File: config.mk
export PLATFORM = sky130hd
export DESIGN_NAME = conv_ctrl
export DESIGN_NICKNAME = d
export VERILOG_FILES = /design/src/hdl/cnn_pkg.sv /design/src/hdl/conv_ctrl.sv
export SDC_FILE = /design/constraint.sdc
export NUM_CORES = 1
export LEC_CHECK = 0
export ABC_CLOCK_PERIOD_IN_PS = 4300
export BUFFER_PORTS_ARGS = -buffer_cell sky130_fd_sc_hd__buf_2
export CORE_MARGIN = 2
export CORE_UTILIZATION = 23
export DETAILED_ROUTE_END_ITERATION = 12
export GPL_ROUTABILITY_DRIVEN = 0
export HOLD_SLACK_MARGIN = 0.05
export PLACE_DENSITY = 0.59
export SETUP_SLACK_MARGIN = 0.15
export SLEW_MARGIN = 10
export SYNTH_ARGS = -nofsm -noshare
export SYNTH_HDL_FRONTEND = slang
export SYNTH_SLANG_ARGS = --single-unit
File: constraint.sdc
create_clock -name clk -period 4.3 [get_ports clk]
set_clock_uncertainty 0.1 [all_clocks]
set_input_delay 0.645 -clock clk [delete_from_list [all_inputs] [get_ports clk]]
set_output_delay 0.645 -clock clk [all_outputs]
set_load 0.03 [all_outputs]
File: src/hdl/cnn_pkg.sv
`default_nettype none

package cnn_pkg;

	// datapath sizes
	localparam int PIX_W = 8;
	localparam int WGT_W = 4;
	localparam int N_CH = 4;
	localparam int PATCH = 4;
	localparam int KSIZE = 3;
	// positions (0,0) (0,1) (1,0) (1,1)
	localparam int N_POS = 4;
	localparam int FEAT_W = 8;
	localparam int FEAT_MAX = 127;
	localparam int ACC_DEFAULT = 20;

	// wishbone word addresses
	localparam int ADDR_W = 6;
	localparam logic [ADDR_W-1:0] REG_PIX_BASE = ADDR_W'(0);
	localparam logic [ADDR_W-1:0] REG_WGT_BASE = ADDR_W'(16);
	localparam logic [ADDR_W-1:0] REG_BIAS = ADDR_W'(28);
	localparam logic [ADDR_W-1:0] REG_CMD = ADDR_W'(29);
	localparam logic [ADDR_W-1:0] REG_STATUS = ADDR_W'(30);
	localparam logic [ADDR_W-1:0] REG_FEAT = ADDR_W'(31);
	localparam logic [ADDR_W-1:0] REG_MAX = ADDR_W'(32);

	typedef enum logic [1:0] {
		CMD_NOP = 2'd0,
		CMD_START = 2'd1,
		CMD_CLEAR = 2'd2
	} cmd_e;

	typedef enum logic [2:0] {
		S_IDLE,
		S_WINDOW,
		S_MAC,
		S_QUANT,
		S_POOL,
		S_DONE
	} run_state_e;

endpackage

`default_nettype wire

File: src/hdl/conv_ctrl.sv
`default_nettype none

module conv_ctrl (
	input  logic                                      clk,
	input  logic                                      rst_n,
	input  logic                                      wb_cyc_i,
	input  logic                                      wb_stb_i,
	input  logic                                      wb_we_i,
	input  logic [cnn_pkg::ADDR_W-1:0]                wb_adr_i,
	input  logic [31:0]                               wb_dat_i,
	input  logic [cnn_pkg::N_POS*cnn_pkg::FEAT_W-1:0] feat_i,
	input  logic [cnn_pkg::FEAT_W-1:0]                max_i,
	output logic [31:0]                               wb_dat_o,
	output logic                                      wb_ack_o,
	output logic                                      pix_we_o,
	output logic                                      wgt_we_o,
	output logic                                      bias_we_o,
	output logic [3:0]                                row_sel_o,
	output logic [31:0]                               wr_data_o,
	output logic                                      win_en_o,
	output logic                                      mac_en_o,
	output logic                                      quant_en_o,
	output logic                                      pool_en_o
);
	import cnn_pkg::*;

	localparam logic [ADDR_W-1:0] PIX_END = REG_PIX_BASE + ADDR_W'(N_CH * PATCH);
	localparam logic [ADDR_W-1:0] WGT_END = REG_WGT_BASE + ADDR_W'(N_CH * KSIZE);

	run_state_e state;
	logic done_q;
	logic busy;
	logic req;
	logic wr;
	logic pix_hit;
	logic wgt_hit;
	logic start_cmd;
	logic clear_cmd;
	logic [31:0] rd_data;

	// request seen, ack goes out on the next edge
	assign req = wb_cyc_i && wb_stb_i && !wb_ack_o;
	assign wr = req && wb_we_i;
	assign busy = state inside {S_WINDOW, S_MAC, S_QUANT, S_POOL};

	assign pix_hit = wb_adr_i < PIX_END;
	assign wgt_hit = wb_adr_i >= REG_WGT_BASE && wb_adr_i < WGT_END;
	assign pix_we_o = wr && !busy && pix_hit;
	assign wgt_we_o = wr && !busy && wgt_hit;
	assign bias_we_o = wr && !busy && wb_adr_i == REG_BIAS;
	assign row_sel_o = pix_hit ? 4'(wb_adr_i - REG_PIX_BASE) : 4'(wb_adr_i - REG_WGT_BASE);
	assign wr_data_o = wb_dat_i;

	always_comb begin
		start_cmd = 1'b0;
		clear_cmd = 1'b0;
		if (wr && wb_adr_i == REG_CMD && wb_dat_i[31:2] == '0) begin
			case (cmd_e'(wb_dat_i[1:0]))
				CMD_START: start_cmd = !busy;
				CMD_CLEAR: clear_cmd = 1'b1;
				default: ;
			endcase
		end
	end

	always_ff @(posedge clk) begin
		if (!rst_n) begin
			state <= S_IDLE;
		end else begin
			case (state)
				S_IDLE, S_DONE: state <= start_cmd ? S_WINDOW : S_IDLE;
				S_WINDOW: state <= S_MAC;
				S_MAC: state <= S_QUANT;
				S_QUANT: state <= S_POOL;
				S_POOL: state <= S_DONE;
				default: state <= S_IDLE;
			endcase
		end
	end

	always_ff @(posedge clk) begin
		if (!rst_n) begin
			done_q <= 1'b0;
		end else if (start_cmd || clear_cmd) begin
			done_q <= 1'b0;
		end else if (state == S_DONE) begin
			done_q <= 1'b1;
		end
	end

	// one strobe per stage
	assign win_en_o = state == S_WINDOW;
	assign mac_en_o = state == S_MAC;
	assign quant_en_o = state == S_QUANT;
	assign pool_en_o = state == S_POOL;

	always_comb begin
		case (wb_adr_i)
			REG_STATUS: rd_data = {30'b0, done_q, busy};
			REG_FEAT: rd_data = feat_i;
			REG_MAX: rd_data = 32'(max_i);
			default: rd_data = '0;
		endcase
	end

	always_ff @(posedge clk) begin
		if (!rst_n) begin
			wb_ack_o <= 1'b0;
		end else begin
			wb_ack_o <= req;
		end
	end

	always_ff @(posedge clk) begin
		if (req) begin
			wb_dat_o <= rd_data;
		end
	end

	a_ack_single: assert property (@(posedge clk) disable iff (!rst_n) wb_ack_o |=> !wb_ack_o);
	a_done_idle: assert property (@(posedge clk) disable iff (!rst_n) done_q |-> !busy);

endmodule

`default_nettype wire

* Yosys cells after proc, flatten, opt, wreduce, memory -nomap -nowiden
Cells that the tools add are included.
Storage, ports and cells: input bits 83, bits in registers 37, logic and storage cells 47, output and inout port bits 76
Cells by class: multiplexer cells 8, equality and inequality tests 12, reduce and logical (&&, ||, !) cells 18, $lt $le $gt $ge 3, $add $sub $neg 1, bitwise gates (word level) 1
Operators by type and width (count):
- one-hot mux 32 bit (3 select lines) | 1
- zero test 30 bit | 1
- == test 6 x 5 -> 1 bit (second input constant) | 4
- one-hot mux 3 bit (5 select lines) | 1
- less-than comparator 6 x 5 -> 1 bit (second input constant) | 2
- logical AND 1 bit | 10
- == test 3 x 2 -> 1 bit (second input constant) | 2
- == test 3 bit (second input constant) | 2
- == test 6 bit (second input constant) | 1
- >= comparator 6 x 5 -> 1 bit (second input constant) | 1
- two-way mux 1 bit | 5
- two-way mux 4 bit | 1
- nonzero test 4 bit | 1
- OR reduction 2 bit | 2
- subtractor 4 x 1 -> 4 bit (second input constant) | 1
- == test 3 x 1 -> 1 bit (second input constant) | 1
- zero test 3 bit | 1
- == test 2 x 1 -> 1 bit (second input constant) | 1
- == test 2 bit (second input constant) | 1
- zero test 1 bit | 2
- logical OR 1 bit | 1
- NOT 1 bit | 1

* Depth between registers and ports, before layout
Gate-level depths: netlist of run 1.
depth after elaboration 8, depth in mapped cells 5

* Least setup slack after synthesis of run 1
OpenSTA, ideal clock, no wires.
path type input port to output port, start in wb_stb_i, end out bias_we_o, required time 3555 ps, stages on the path 3, arrival 2717 ps, path slack 838 ps, buffers on the path 0, path through and3b_1 nand3b_1 nor4_1
On the way: cells in the longest elaborated chain, start to end 5
RTL lines:
- start: declaration | line conv_ctrl.sv:7 | input logic wb_stb_i,
- logical AND 1 bit (2 in series) | line conv_ctrl.sv:42 | assign req = wb_cyc_i && wb_stb_i && !wb_ack_o;
- logical AND 1 bit | line conv_ctrl.sv:43 | assign wr = req && wb_we_i;
- logical AND 1 bit (2 in series) | line conv_ctrl.sv:50 | assign bias_we_o = wr && !busy && wb_adr_i == REG_BIAS;
- end: declaration | line conv_ctrl.sv:17 | output logic bias_we_o,
No other way between the ends.

* Worst setup path after layout of run 1
start in wb_stb_i, end out bias_we_o
On the way: cells in the longest elaborated chain, start to end 5
RTL lines:
- logical AND 1 bit (2 in series) | line conv_ctrl.sv:42
- named net req | line conv_ctrl.sv:33 | logic req;
- logical AND 1 bit | line conv_ctrl.sv:43
- logical AND 1 bit (2 in series) | line conv_ctrl.sv:50
The timed path passes the listed nets, and every way through them passes these cells.

==> reports/results.tsv, run 1 <==
stage	metric	value	unit
clock_network	cts_buffers	5	
synth	synth_top_area_frac	0.508	
drt	first_pass_iters	4	
power_and_ir_drop	leakage	1.22	nW
global_routing	grt_max_degree	36	
sta	slew_viol_final	0	
layout	final_common_cell	buf_2	
setup_path	reg2regPathDepth	5	
setup_path	cpMostUsedCell	buf_2	
layout	num-nets-final	369	
clock_network	cts.repair.resized	0	
placed_design	place_inst	384	
layout	finalNonFillerCells	392	
layout	layout_common_cells	buf_2, edfxtp_1, and2_1	
placed_design	dp_worst_setup_slack	1.62	ns
sta	setup_viol	0	
floorplanning	die_w	94.7	µm
status	status	finished, final reports clean	
synth	synth_cells	160	
sta	rsz0062_at_grt	false	
drt	routedWlPerCell	11.7	µm
job	maxCapViolations	0	
global_routing	antenna_found_initial	0	
synth	synth_area_per_cell	11.8	µm²
floorplanning	core_area	8090	µm²
synth	ys_seq_area_frac	0.560	
clock_network	clock_latency	0.28	ns
setup_path	cp.arrival	1.92	ns
setup_path	crit_type	input port to output pin	
drt	route.met2.wl	2.16	mm
synth	ys_top_cells_by_area	edfxtp_1, buf_4, and2_1, dfxtp_1, a22o_1	
sta	timing.setup.tns	0	ns
sta	tightest_slew	0.879	ns
sta	max_slew_margin	0.414	
sta	setup_slack	1.63	ns
power_and_ir_drop	peakVddDrop	0.117	mV
drt	wl_met3	470	µm
synth	synth_top_cell_by_area	edfxtp_1	
power_and_ir_drop	p_int	0.000690	W
floorplanning	die_area	8970	µm²
global_routing	grt.overflow.total	0	
placed_design	io_buffers	158	
layout	diodes	0	
setup_path	crit_family	buffers and inverters	
sta	max_freq	375	MHz
clock_network	clk_pin_slew_worst_paths	0.08	ns
floorplanning	row_count	33	
drt	m1WireLength	1.90	mm
drt	finalWirelength	4.58	mm
synth	syn_area	1890	µm²
setup_path	endpoint_kind	output pin	
synth	ys_seq_elements	37	
setup_path	crit_buf_inv	3	
layout	area_growth	41.0	%
drt	drc	0	
sta	hold_violations	0	
floorplanning	die_h	94.7	µm
layout	final_layout_size_suffix_gt1_frac	0.589	
setup_path	crit_chain	buf_2, and3b_1, buf_4, nand3b_1, nor4_1, buf_2	
drt	avgViaCountPerCell	4.15	
power_and_ir_drop	p_sw	0.000236	W
setup_path	slowest_delay	0.38	ns
floorplanning	ios	159	
min_path	hold_path_class	register to register	
setup_path	critical_path_required	3.56	ns
synth	syn_nets	243	
placed_design	dp_hpwl	3.74	mm
clock_network	post_cts_buffers	0	
synth	synth_cell_types	28	
min_path	hold_depth	2	
drt	first_iter_violations	53	
layout	nFillCells	875	
setup_path	crit_cells	6	
synth	yosysWarnings	0	
power_and_ir_drop	power_frac_clock	0.389	
sta	timing.final.crit_share	0.621	
setup_path	crit_slowest_cell	buf_4	
clock_network	ctsHoldBuffers	0	
drt	vias	1625	
clock_network	cts_tree	done	
floorplanning	initial_utilization	0.234	
global_routing	grt_util_all_layers	0.0953	
sta	min_period	2.67	ns
clock_network	cts_buffer_depth	2	
power_and_ir_drop	combPwrFrac	0.172	
global_routing	grt_pass1_vias	1423	
clock_network	cts.htree.levels	2	
drt	ant_nets	0	
clock_network	cts_root_buffer	clkbuf_8	
drt	highest_layer	met4	
power_and_ir_drop	switching_share	0.255	
power_and_ir_drop	powerDensity	347	nW/µm²
setup_path	start_kind	input port	
power_and_ir_drop	p_seq_frac	0.439	
global_routing	grt_pass1_wl	6.64	mm
setup_path	critical_path_peak_fanout	35	
clock_network	cts.sinks	37	
-- per-layer routing --
metal | vias up | global-route usage
met4 | 0 | 0.0362
met2 | 103 | 0.160
met1 | 720 | 0.118
met3 | 2 | 0.0231
li1 | 800 | -
met5 | - | 0
-- area by class of cell --
type                       instances  area, µm²  share of cell area
clock inverter                     3       68.8              0.0258
sequential                        37       1060               0.397
multi-input combinational         80        531               0.199
tap                              105        131              0.0492
clock buffer                       5       68.8              0.0258
inverter                           3       11.3             0.00422
timing repair buffer             159        798               0.299
-- cells by family (layout without fill, tap and decap cells) --
group                  after synthesis  after routing  synth area share
AND/OR/NAND/NOR                     64             64             0.216
buffers and inverters               43            170             0.159
flip-flops                          37             37             0.560
AO/OA/AOI/OAI                       15             15            0.0595
XOR/XNOR                             1              1           0.00463
-- power groups by stage --
| stage | Combinational (W) | Sequential, W | Clock [W] |
|---|---|---|---|
| 6_report | 0.000159 | 0.000406 | 0.000360 |
| 3_3_place_gp | 0.000160 | 0.000414 | 0 |
| 3_5_place_dp | 0.000161 | 0.000415 | 0 |
| 5_1_grt | 0.000170 | 0.000408 | 0.000386 |
| 2_1_floorplan | 0.0000768 | 0.000446 | 0 |
| 4_1_cts | 0.000161 | 0.000407 | 0.000371 |
-- registers in the layout, indices dropped and copies added (netlist names) --
register  cells
done_q        1
wb_ack_o      1
wb_dat_o     32
state         3
-- worst paths after layout --
| kind | start | to | slack [ns] |
|---|---|---|---|
| worst max-delay path | wb_stb_i | bias_we_o | 1.63 |
| worst min-delay path | done_q | done_q | 0.49 |
| worst max register to register | wb_ack_o | state[0] | 2.50 |
| worst min register to register | done_q | done_q | 0.49 |
-- Yosys cell counts (all sizes together) --
cell type  number
nor3b           4
a22o            6
nor2            3
xnor2           1
a222oi          2
and4b           1
or4b            1
nand2           4
a21oi           2
nor3            6
nor4            8
and3            2
o21a            2
and3b           1
o21ai           3
nand4b          1
or3             1
nand3b          1
nand4           4
clkbuf          2
buf            38
edfxtp         32
and2           25
inv             3
dfxtp           5
nand2b          2
-- tightest hold or removal path, cell delays in order, from the launching register on --
cell     delay [ns]
dfxtp_1        0.33
o21ai_0        0.18
a21oi_1        0.04
-- through the flow --
| stage | cell area [µm²] | hold WS (ns) | util | power [W] |
|---|---|---|---|---|
| after floorplan | 1890 | 0.404 | - | 0.000523 |
| after global placement | 2530 | 0.479 | 0.313 | 0.000575 |
| after detailed placement | 2530 | 0.494 | 0.313 | 0.000575 |
| after CTS | 2670 | 0.512 | 0.330 | 0.000939 |
| after global routing | 2670 | 0.520 | 0.330 | 0.000965 |
| final | 2670 | 0.486 | 0.330 | 0.000926 |
Note: power is estimated with default switching activity, not from simulation.
==> inputs of run 2 (changes only) <==
--- a/config.mk
+++ b/config.mk
@@ -5,7 +5,7 @@
 export SDC_FILE = /design/constraint.sdc
 export NUM_CORES = 1
 export LEC_CHECK = 0
-export ABC_CLOCK_PERIOD_IN_PS = 4300
+export ABC_CLOCK_PERIOD_IN_PS = 2520
 export BUFFER_PORTS_ARGS = -buffer_cell sky130_fd_sc_hd__buf_2
 export CORE_MARGIN = 2
 export CORE_UTILIZATION = 23
==> constraint.sdc (replaced) <==
create_clock -name clk -period 2.52 [get_ports clk]
set_clock_uncertainty 0.1 [all_clocks]
set_input_delay 0.378 -clock clk [delete_from_list [all_inputs] [get_ports clk]]
set_output_delay 0.378 -clock clk [all_outputs]
set_load 0.03 [all_outputs]
==> reports/results.tsv, run 2 (synthesis results as in run 1) <==
stage	metric	value	unit	change
setup_path	endpoint_kind	output pin		
setup_path	r2r_start	state[1]		
sta	min_period	2.22	ns	
sta	rsz0062_at_grt	false		
min_path	holdCritStartpoint	rst_n		
setup_path	cp.arrival	1.74	ns	-0.18 ns
sta	tightest_slew	0.400	ns	-0.479 ns
global_routing	antenna_found_initial	0		unchanged
clock_network	ctsHoldBuffers	0		unchanged
layout	final_layout_size_suffix_gt1_frac	0.606		+0.0167
layout	top_register	wb_dat_o		
floorplanning	initial_utilization	0.234		unchanged
job	maxCapViolations	0		unchanged
sta	max_slew_margin	0.733		+0.319
floorplanning	core_area	8090	µm²	unchanged
placed_design	io_buffers	158		unchanged
layout	largest_reg_flops	32		unchanged
drt	ant_nets	0		unchanged
power_and_ir_drop	switching_share	0.261		+0.00595
sta	slew_viol_final	0		unchanged
clock_network	clock_latency	0.29	ns	about the same
drt	first_pass_iters	4		unchanged
sta	hold_violations	0		unchanged
sta	max_freq	450	MHz	
floorplanning	die_w	94.7	µm	unchanged
layout	num-nets-final	371		+0.54%
power_and_ir_drop	p_int	0.00118	W	+71%
global_routing	grt_max_degree	32		-11%
power_and_ir_drop	p_sw	0.000415	W	+76%
setup_path	reg2regPathDepth	5		unchanged
power_and_ir_drop	totalPowerFinal	0.00159	W	+72%
min_path	hold_depth	2		unchanged
sta	setup_viol	0		unchanged
setup_path	critical_path_required	2.04	ns	-1.52 ns
power_and_ir_drop	powerDensity	590	nW/µm²	+70%
floorplanning	ios	159		unchanged
clock_network	cts_buffers	5		unchanged
layout	final_common_cell	buf_2		
clock_network	cts.repair.resized	0		unchanged
clock_network	cts_buffer_depth	2		unchanged
clock_network	clk_pin_slew_worst_paths	0.08	ns	about the same
setup_path	cp-startpoint	state[1]		
drt	routedWlPerCell	12.2	µm	+4.1%
drt	drc	0		unchanged
global_routing	grt_pass1_wl	7.00	mm	+5.4%
setup_path	r2r_end	wb_dat_o[0]		
clock_network	cts.htree.levels	2		unchanged
placed_design	dp_hpwl	3.88	mm	+3.7%
sta	timing.final.crit_share	0.882		
power_and_ir_drop	power_frac_clock	0.392		+0.003
drt	finalWirelength	4.79	mm	+4.7%
setup_path	ff2ff_setup_slack	0.98	ns	-1.52 ns
floorplanning	die_area	8970	µm²	unchanged
global_routing	grt.overflow.total	0		unchanged
power_and_ir_drop	p_seq_frac	0.435		-0.004
setup_path	crit_type	register to output pin		
clock_network	cts_root_buffer	clkbuf_8		
layout	area_growth	42.8	%	
setup_path	endpoint	wgt_we_o		
sta	timing.setup.tns	0	ns	unchanged
drt	first_iter_violations	36		-32%
drt	vias	1663		+2.3%
global_routing	grt_util_all_layers	0.102		+0.00654
status	status	finished, final reports clean		
clock_network	cts.sinks	37		unchanged
layout	top_regs	wb_dat_o: 32 flops, state: 3 flops		
floorplanning	die_h	94.7	µm	unchanged
setup_path	critical_path_peak_fanout	8		-77%
setup_path	start_kind	register		
layout	layout_common_cells	buf_2, edfxtp_1, and2_1		
global_routing	grt_pass1_vias	1493		+4.9%
clock_network	cts_tree	done		
clock_network	post_cts_buffers	0		unchanged
floorplanning	row_count	33		unchanged
layout	diodes	0		unchanged
min_path	hold_path_class	input port to register		
drt	avgViaCountPerCell	4.22		+1.8%
power_and_ir_drop	leakage	1.23	nW	+1.0%
power_and_ir_drop	peakVddDrop	0.272	mV	+130%
power_and_ir_drop	combPwrFrac	0.173		about the same
==> run 2: cell type report <==
| class | instances | area, µm² |
|---|---|---|
| clock buffer | 5 | 68.8 |
| clock inverter | 3 | 68.8 |
| fill | 842 | 5390 |
| inverter | 3 | 11.3 |
| multi-input combinational | 80 | 548 |
| sequential | 37 | 1060 |
| tap | 105 | 131 |
| timing repair buffer | 161 | 813 |
==> run 2: metrics by stage <==
| stage | std cells | hold slack, ns | worst slack (ns) | utilization | cell area [µm²] |
|---|---|---|---|---|---|
| global route | 394 | 0.255 | 0.195 | 0.334 | 2700 |
| floorplan | 160 | 0.396 | 0.160 | - | 1910 |
| CTS | 394 | 0.255 | 0.285 | 0.334 | 2700 |
| global placement | 386 | 0.472 | 0.623 | 0.317 | 2560 |
| detailed placement | 386 | 0.450 | 0.590 | 0.317 | 2560 |
| finish | 394 | 0.262 | 0.298 | 0.334 | 2700 |
==> run 2: how the worst min path moves through the flow <==
stage / end / slack [ns]
floorplan: state[1] / 0.40
global placement: wb_dat_o[1] / 0.47
detailed placement: done_q / 0.45
CTS: state[2] / 0.26
global route: wb_dat_o[24] / 0.25
finish: state[2] / 0.26
==> run 2: routing by layer <==
| metal | GRT usage | vias up | routed length, µm | share of wire |
|---|---|---|---|---|
| li1 | - | 803 | - | - |
| met1 | 0.126 | 754 | 2010 | 0.42 |
| met2 | 0.171 | 99 | 2260 | 0.47 |
| met3 | 0.0239 | 7 | 439 | 0.092 |
| met4 | 0.0399 | 0 | 84 | 0.018 |
| met5 | 0 | - | 0 | 0 |
==> run 2: power groups by stage <==
| stage | Clock [W] | Sequential (W) | Combinational [W] |
|---|---|---|---|
| global route | 0.000675 | 0.000695 | 0.000294 |
| finish | 0.000625 | 0.000693 | 0.000275 |
| CTS | 0.000638 | 0.000694 | 0.000279 |
| floorplan | 0 | 0.000761 | 0.000132 |
| global placement | 0 | 0.000707 | 0.000276 |
| detailed placement | 0 | 0.000708 | 0.000278 |
==> run 2: worst max-delay path, stage by stage (launching register included) <==
cell	delay [ns]
dfxtp_1	0.45
nor2_1	0.09
xnor2_1	0.13
buf_4	0.15
nand3b_1	0.24
nor3_2	0.19
buf_2	0.22
==> inputs of run 3 (changes only) <==
--- a/config.mk
+++ b/config.mk
@@ -5,7 +5,7 @@
 export SDC_FILE = /design/constraint.sdc
 export NUM_CORES = 1
 export LEC_CHECK = 0
-export ABC_CLOCK_PERIOD_IN_PS = 2520
+export ABC_CLOCK_PERIOD_IN_PS = 2200
 export BUFFER_PORTS_ARGS = -buffer_cell sky130_fd_sc_hd__buf_2
 export CORE_MARGIN = 2
 export CORE_UTILIZATION = 23
==> constraint.sdc (replaced) <==
create_clock -name clk -period 2.2 [get_ports clk]
set_clock_uncertainty 0.1 [all_clocks]
set_input_delay 0.33 -clock clk [delete_from_list [all_inputs] [get_ports clk]]
set_output_delay 0.33 -clock clk [all_outputs]
set_load 0.03 [all_outputs]
==> reports/results.tsv, run 3 (synthesis results as in run 1) <==
stage	metric	value	unit	change
floorplanning	die_area	8970	µm²	unchanged
floorplanning	die_h	94.7	µm	unchanged
global_routing	antenna_found_initial	0		unchanged
layout	top_register	wb_dat_o		
drt	ant_nets	0		unchanged
setup_path	crit_chain	and3b_4, nand3b_1, buf_4, nor3_4, buf_6		
clock_network	cts.htree.levels	2		unchanged
floorplanning	initial_utilization	0.234		unchanged
clock_network	cts_buffers	5		unchanged
setup_path	crit_buf_inv	2		unchanged
layout	finalNonFillerCells	394		unchanged
drt	first_iter_violations	42		+17%
sta	max_freq	503	MHz	
placed_design	dp_worst_setup_slack	0.284	ns	-0.305 ns
global_routing	grt.overflow.total	0		unchanged
drt	avgViaCountPerCell	4.21		-0.30%
status	status	finished, final reports clean		
setup_path	cp.arrival	1.56	ns	-0.18 ns
power_and_ir_drop	switching_share	0.297		+0.0363
global_routing	grt_util_all_layers	0.0994		-0.00250
power_and_ir_drop	p_int	0.00112	W	-5.1%
layout	final_layout_size_suffix_gt1_frac	0.619		+0.0138
placed_design	dp_hpwl	3.95	mm	+1.7%
clock_network	cts_tree	done		
sta	timing.setup.tns	0	ns	unchanged
layout	diodes	0		unchanged
floorplanning	ios	159		unchanged
setup_path	endpoint_kind	output pin		
sta	slew_viol_final	0		unchanged
sta	tightest_slew	0.371	ns	-0.0292 ns
drt	routedWlPerCell	12.4	µm	+1.8%
power_and_ir_drop	peakVddDrop	0.175	mV	-36%
layout	top_regs	wb_dat_o: 32 flops, state: 3 flops		
placed_design	place_inst	385		-0.26%
sta	timing.final.crit_share	0.904		
clock_network	clock_latency	0.28	ns	about the same
layout	area_growth	42.6	%	
clock_network	cts_buffer_depth	2		unchanged
clock_network	ctsHoldBuffers	0		unchanged
layout	largest_reg_flops	32		unchanged
placed_design	io_buffers	158		unchanged
floorplanning	die_w	94.7	µm	unchanged
drt	first_pass_iters	4		unchanged
layout	num-nets-final	371		unchanged
power_and_ir_drop	power_frac_clock	0.300		-0.092
power_and_ir_drop	p_sw	0.000472	W	+14%
setup_path	crit_type	register to output pin		
sta	min_period	1.99	ns	
job	maxCapViolations	0		unchanged
power_and_ir_drop	powerDensity	589	nW/µm²	about the same
layout	layout_common_cells	buf_2, edfxtp_1, and2_1		
layout	final_common_cell	buf_2		
clock_network	clk_pin_slew_worst_paths	0.08	ns	about the same
setup_path	critical_path_required	1.77	ns	-0.27 ns
setup_path	slowest_delay	0.34	ns	-0.11 ns
floorplanning	core_area	8090	µm²	unchanged
setup_path	critical_path_peak_fanout	5		-3
drt	finalWirelength	4.88	mm	+1.8%
power_and_ir_drop	combPwrFrac	0.202		+0.029
global_routing	grt_pass1_vias	1441		-3.5%
layout	fin_util	0.333		-0.000464
clock_network	cts.sinks	37		unchanged
drt	drc	0		unchanged
sta	setup_viol	0		unchanged
setup_path	crit_family	simple AND/OR/NAND/NOR gates		
setup_path	crit_slowest_cell	dfxtp_4		
global_routing	grt_pass1_wl	6.82	mm	-2.6%
floorplanning	row_count	33		unchanged
sta	hold_violations	0		unchanged
sta	max_slew_margin	0.751		+0.0181
sta	setup_slack	0.211	ns	-0.0878 ns
power_and_ir_drop	p_seq_frac	0.498		+0.063
sta	rsz0062_at_grt	false		
drt	vias	1658		-0.30%
global_routing	grt_max_degree	32		unchanged
clock_network	cts_root_buffer	clkbuf_8		
min_path	hold_path_class	input port to register		
setup_path	start_kind	register		
power_and_ir_drop	leakage	1.22	nW	-0.99%
[run 3: cell types whose count changed in the layout (fill, tap and decap cells not counted), sizes merged]
cell	before	now
bufinv	2	0
clkinv	0	1
clkinvlp	0	1
[run 3: routing by layer]
layer,track usage,wire length (µm)
met3,0.0200,397
met5,0,0
met2,0.169,2330
met1,0.122,2060
met4,0.0411,84
[run 3: area by class of cell]
class / instances / area (µm²)
fill: 848 / 5390
clock inverter: 3 / 21.3
multi-input combinational: 80 / 574
inverter: 3 / 11.3
tap: 105 / 131
clock buffer: 5 / 68.8
timing repair buffer: 161 / 822
sequential: 37 / 1070
[run 3: path summary, 6_finish.rpt]
kind                                 start      endpoint  slack, ns  depth (start not counted)
worst max-delay path              wb_ack_o      wgt_we_o       0.21                          5
worst min-delay path            feat_i[22]  wb_dat_o[22]       0.21                          2
worst max register to register    wb_ack_o      state[0]       0.69                          4
worst min register to register      done_q        done_q       0.46                          2
[run 3: metrics by stage]
step,total power (W),hold slack [ns],area [µm²]
after floorplan,0.00102,0.348,1940
after global placement,0.00113,0.454,2580
after detailed placement,0.00113,0.452,2580
after CTS,0.00162,0.203,2690
after global routing,0.00167,0.201,2700
final,0.00159,0.212,2700
[run 3: power groups by stage]
stage | registers [W] | logic, W | clock network (W)
floorplan | 0.000871 | 0.000154 | 0
global placement | 0.000809 | 0.000320 | 0
detailed placement | 0.000810 | 0.000321 | 0
CTS | 0.000794 | 0.000323 | 0.000500
global route | 0.000795 | 0.000342 | 0.000530
finish | 0.000792 | 0.000320 | 0.000478
[run 3: repair_timing]
| action | CTS | global route |
|---|---|---|
| cloned | 0 | 0 |
| buffers inserted | 1 | 0 |
| pin swaps | 0 | 1 |
| gates resized for setup | 3 | 4 |
| setup endpoints to repair | 3 | 3 |
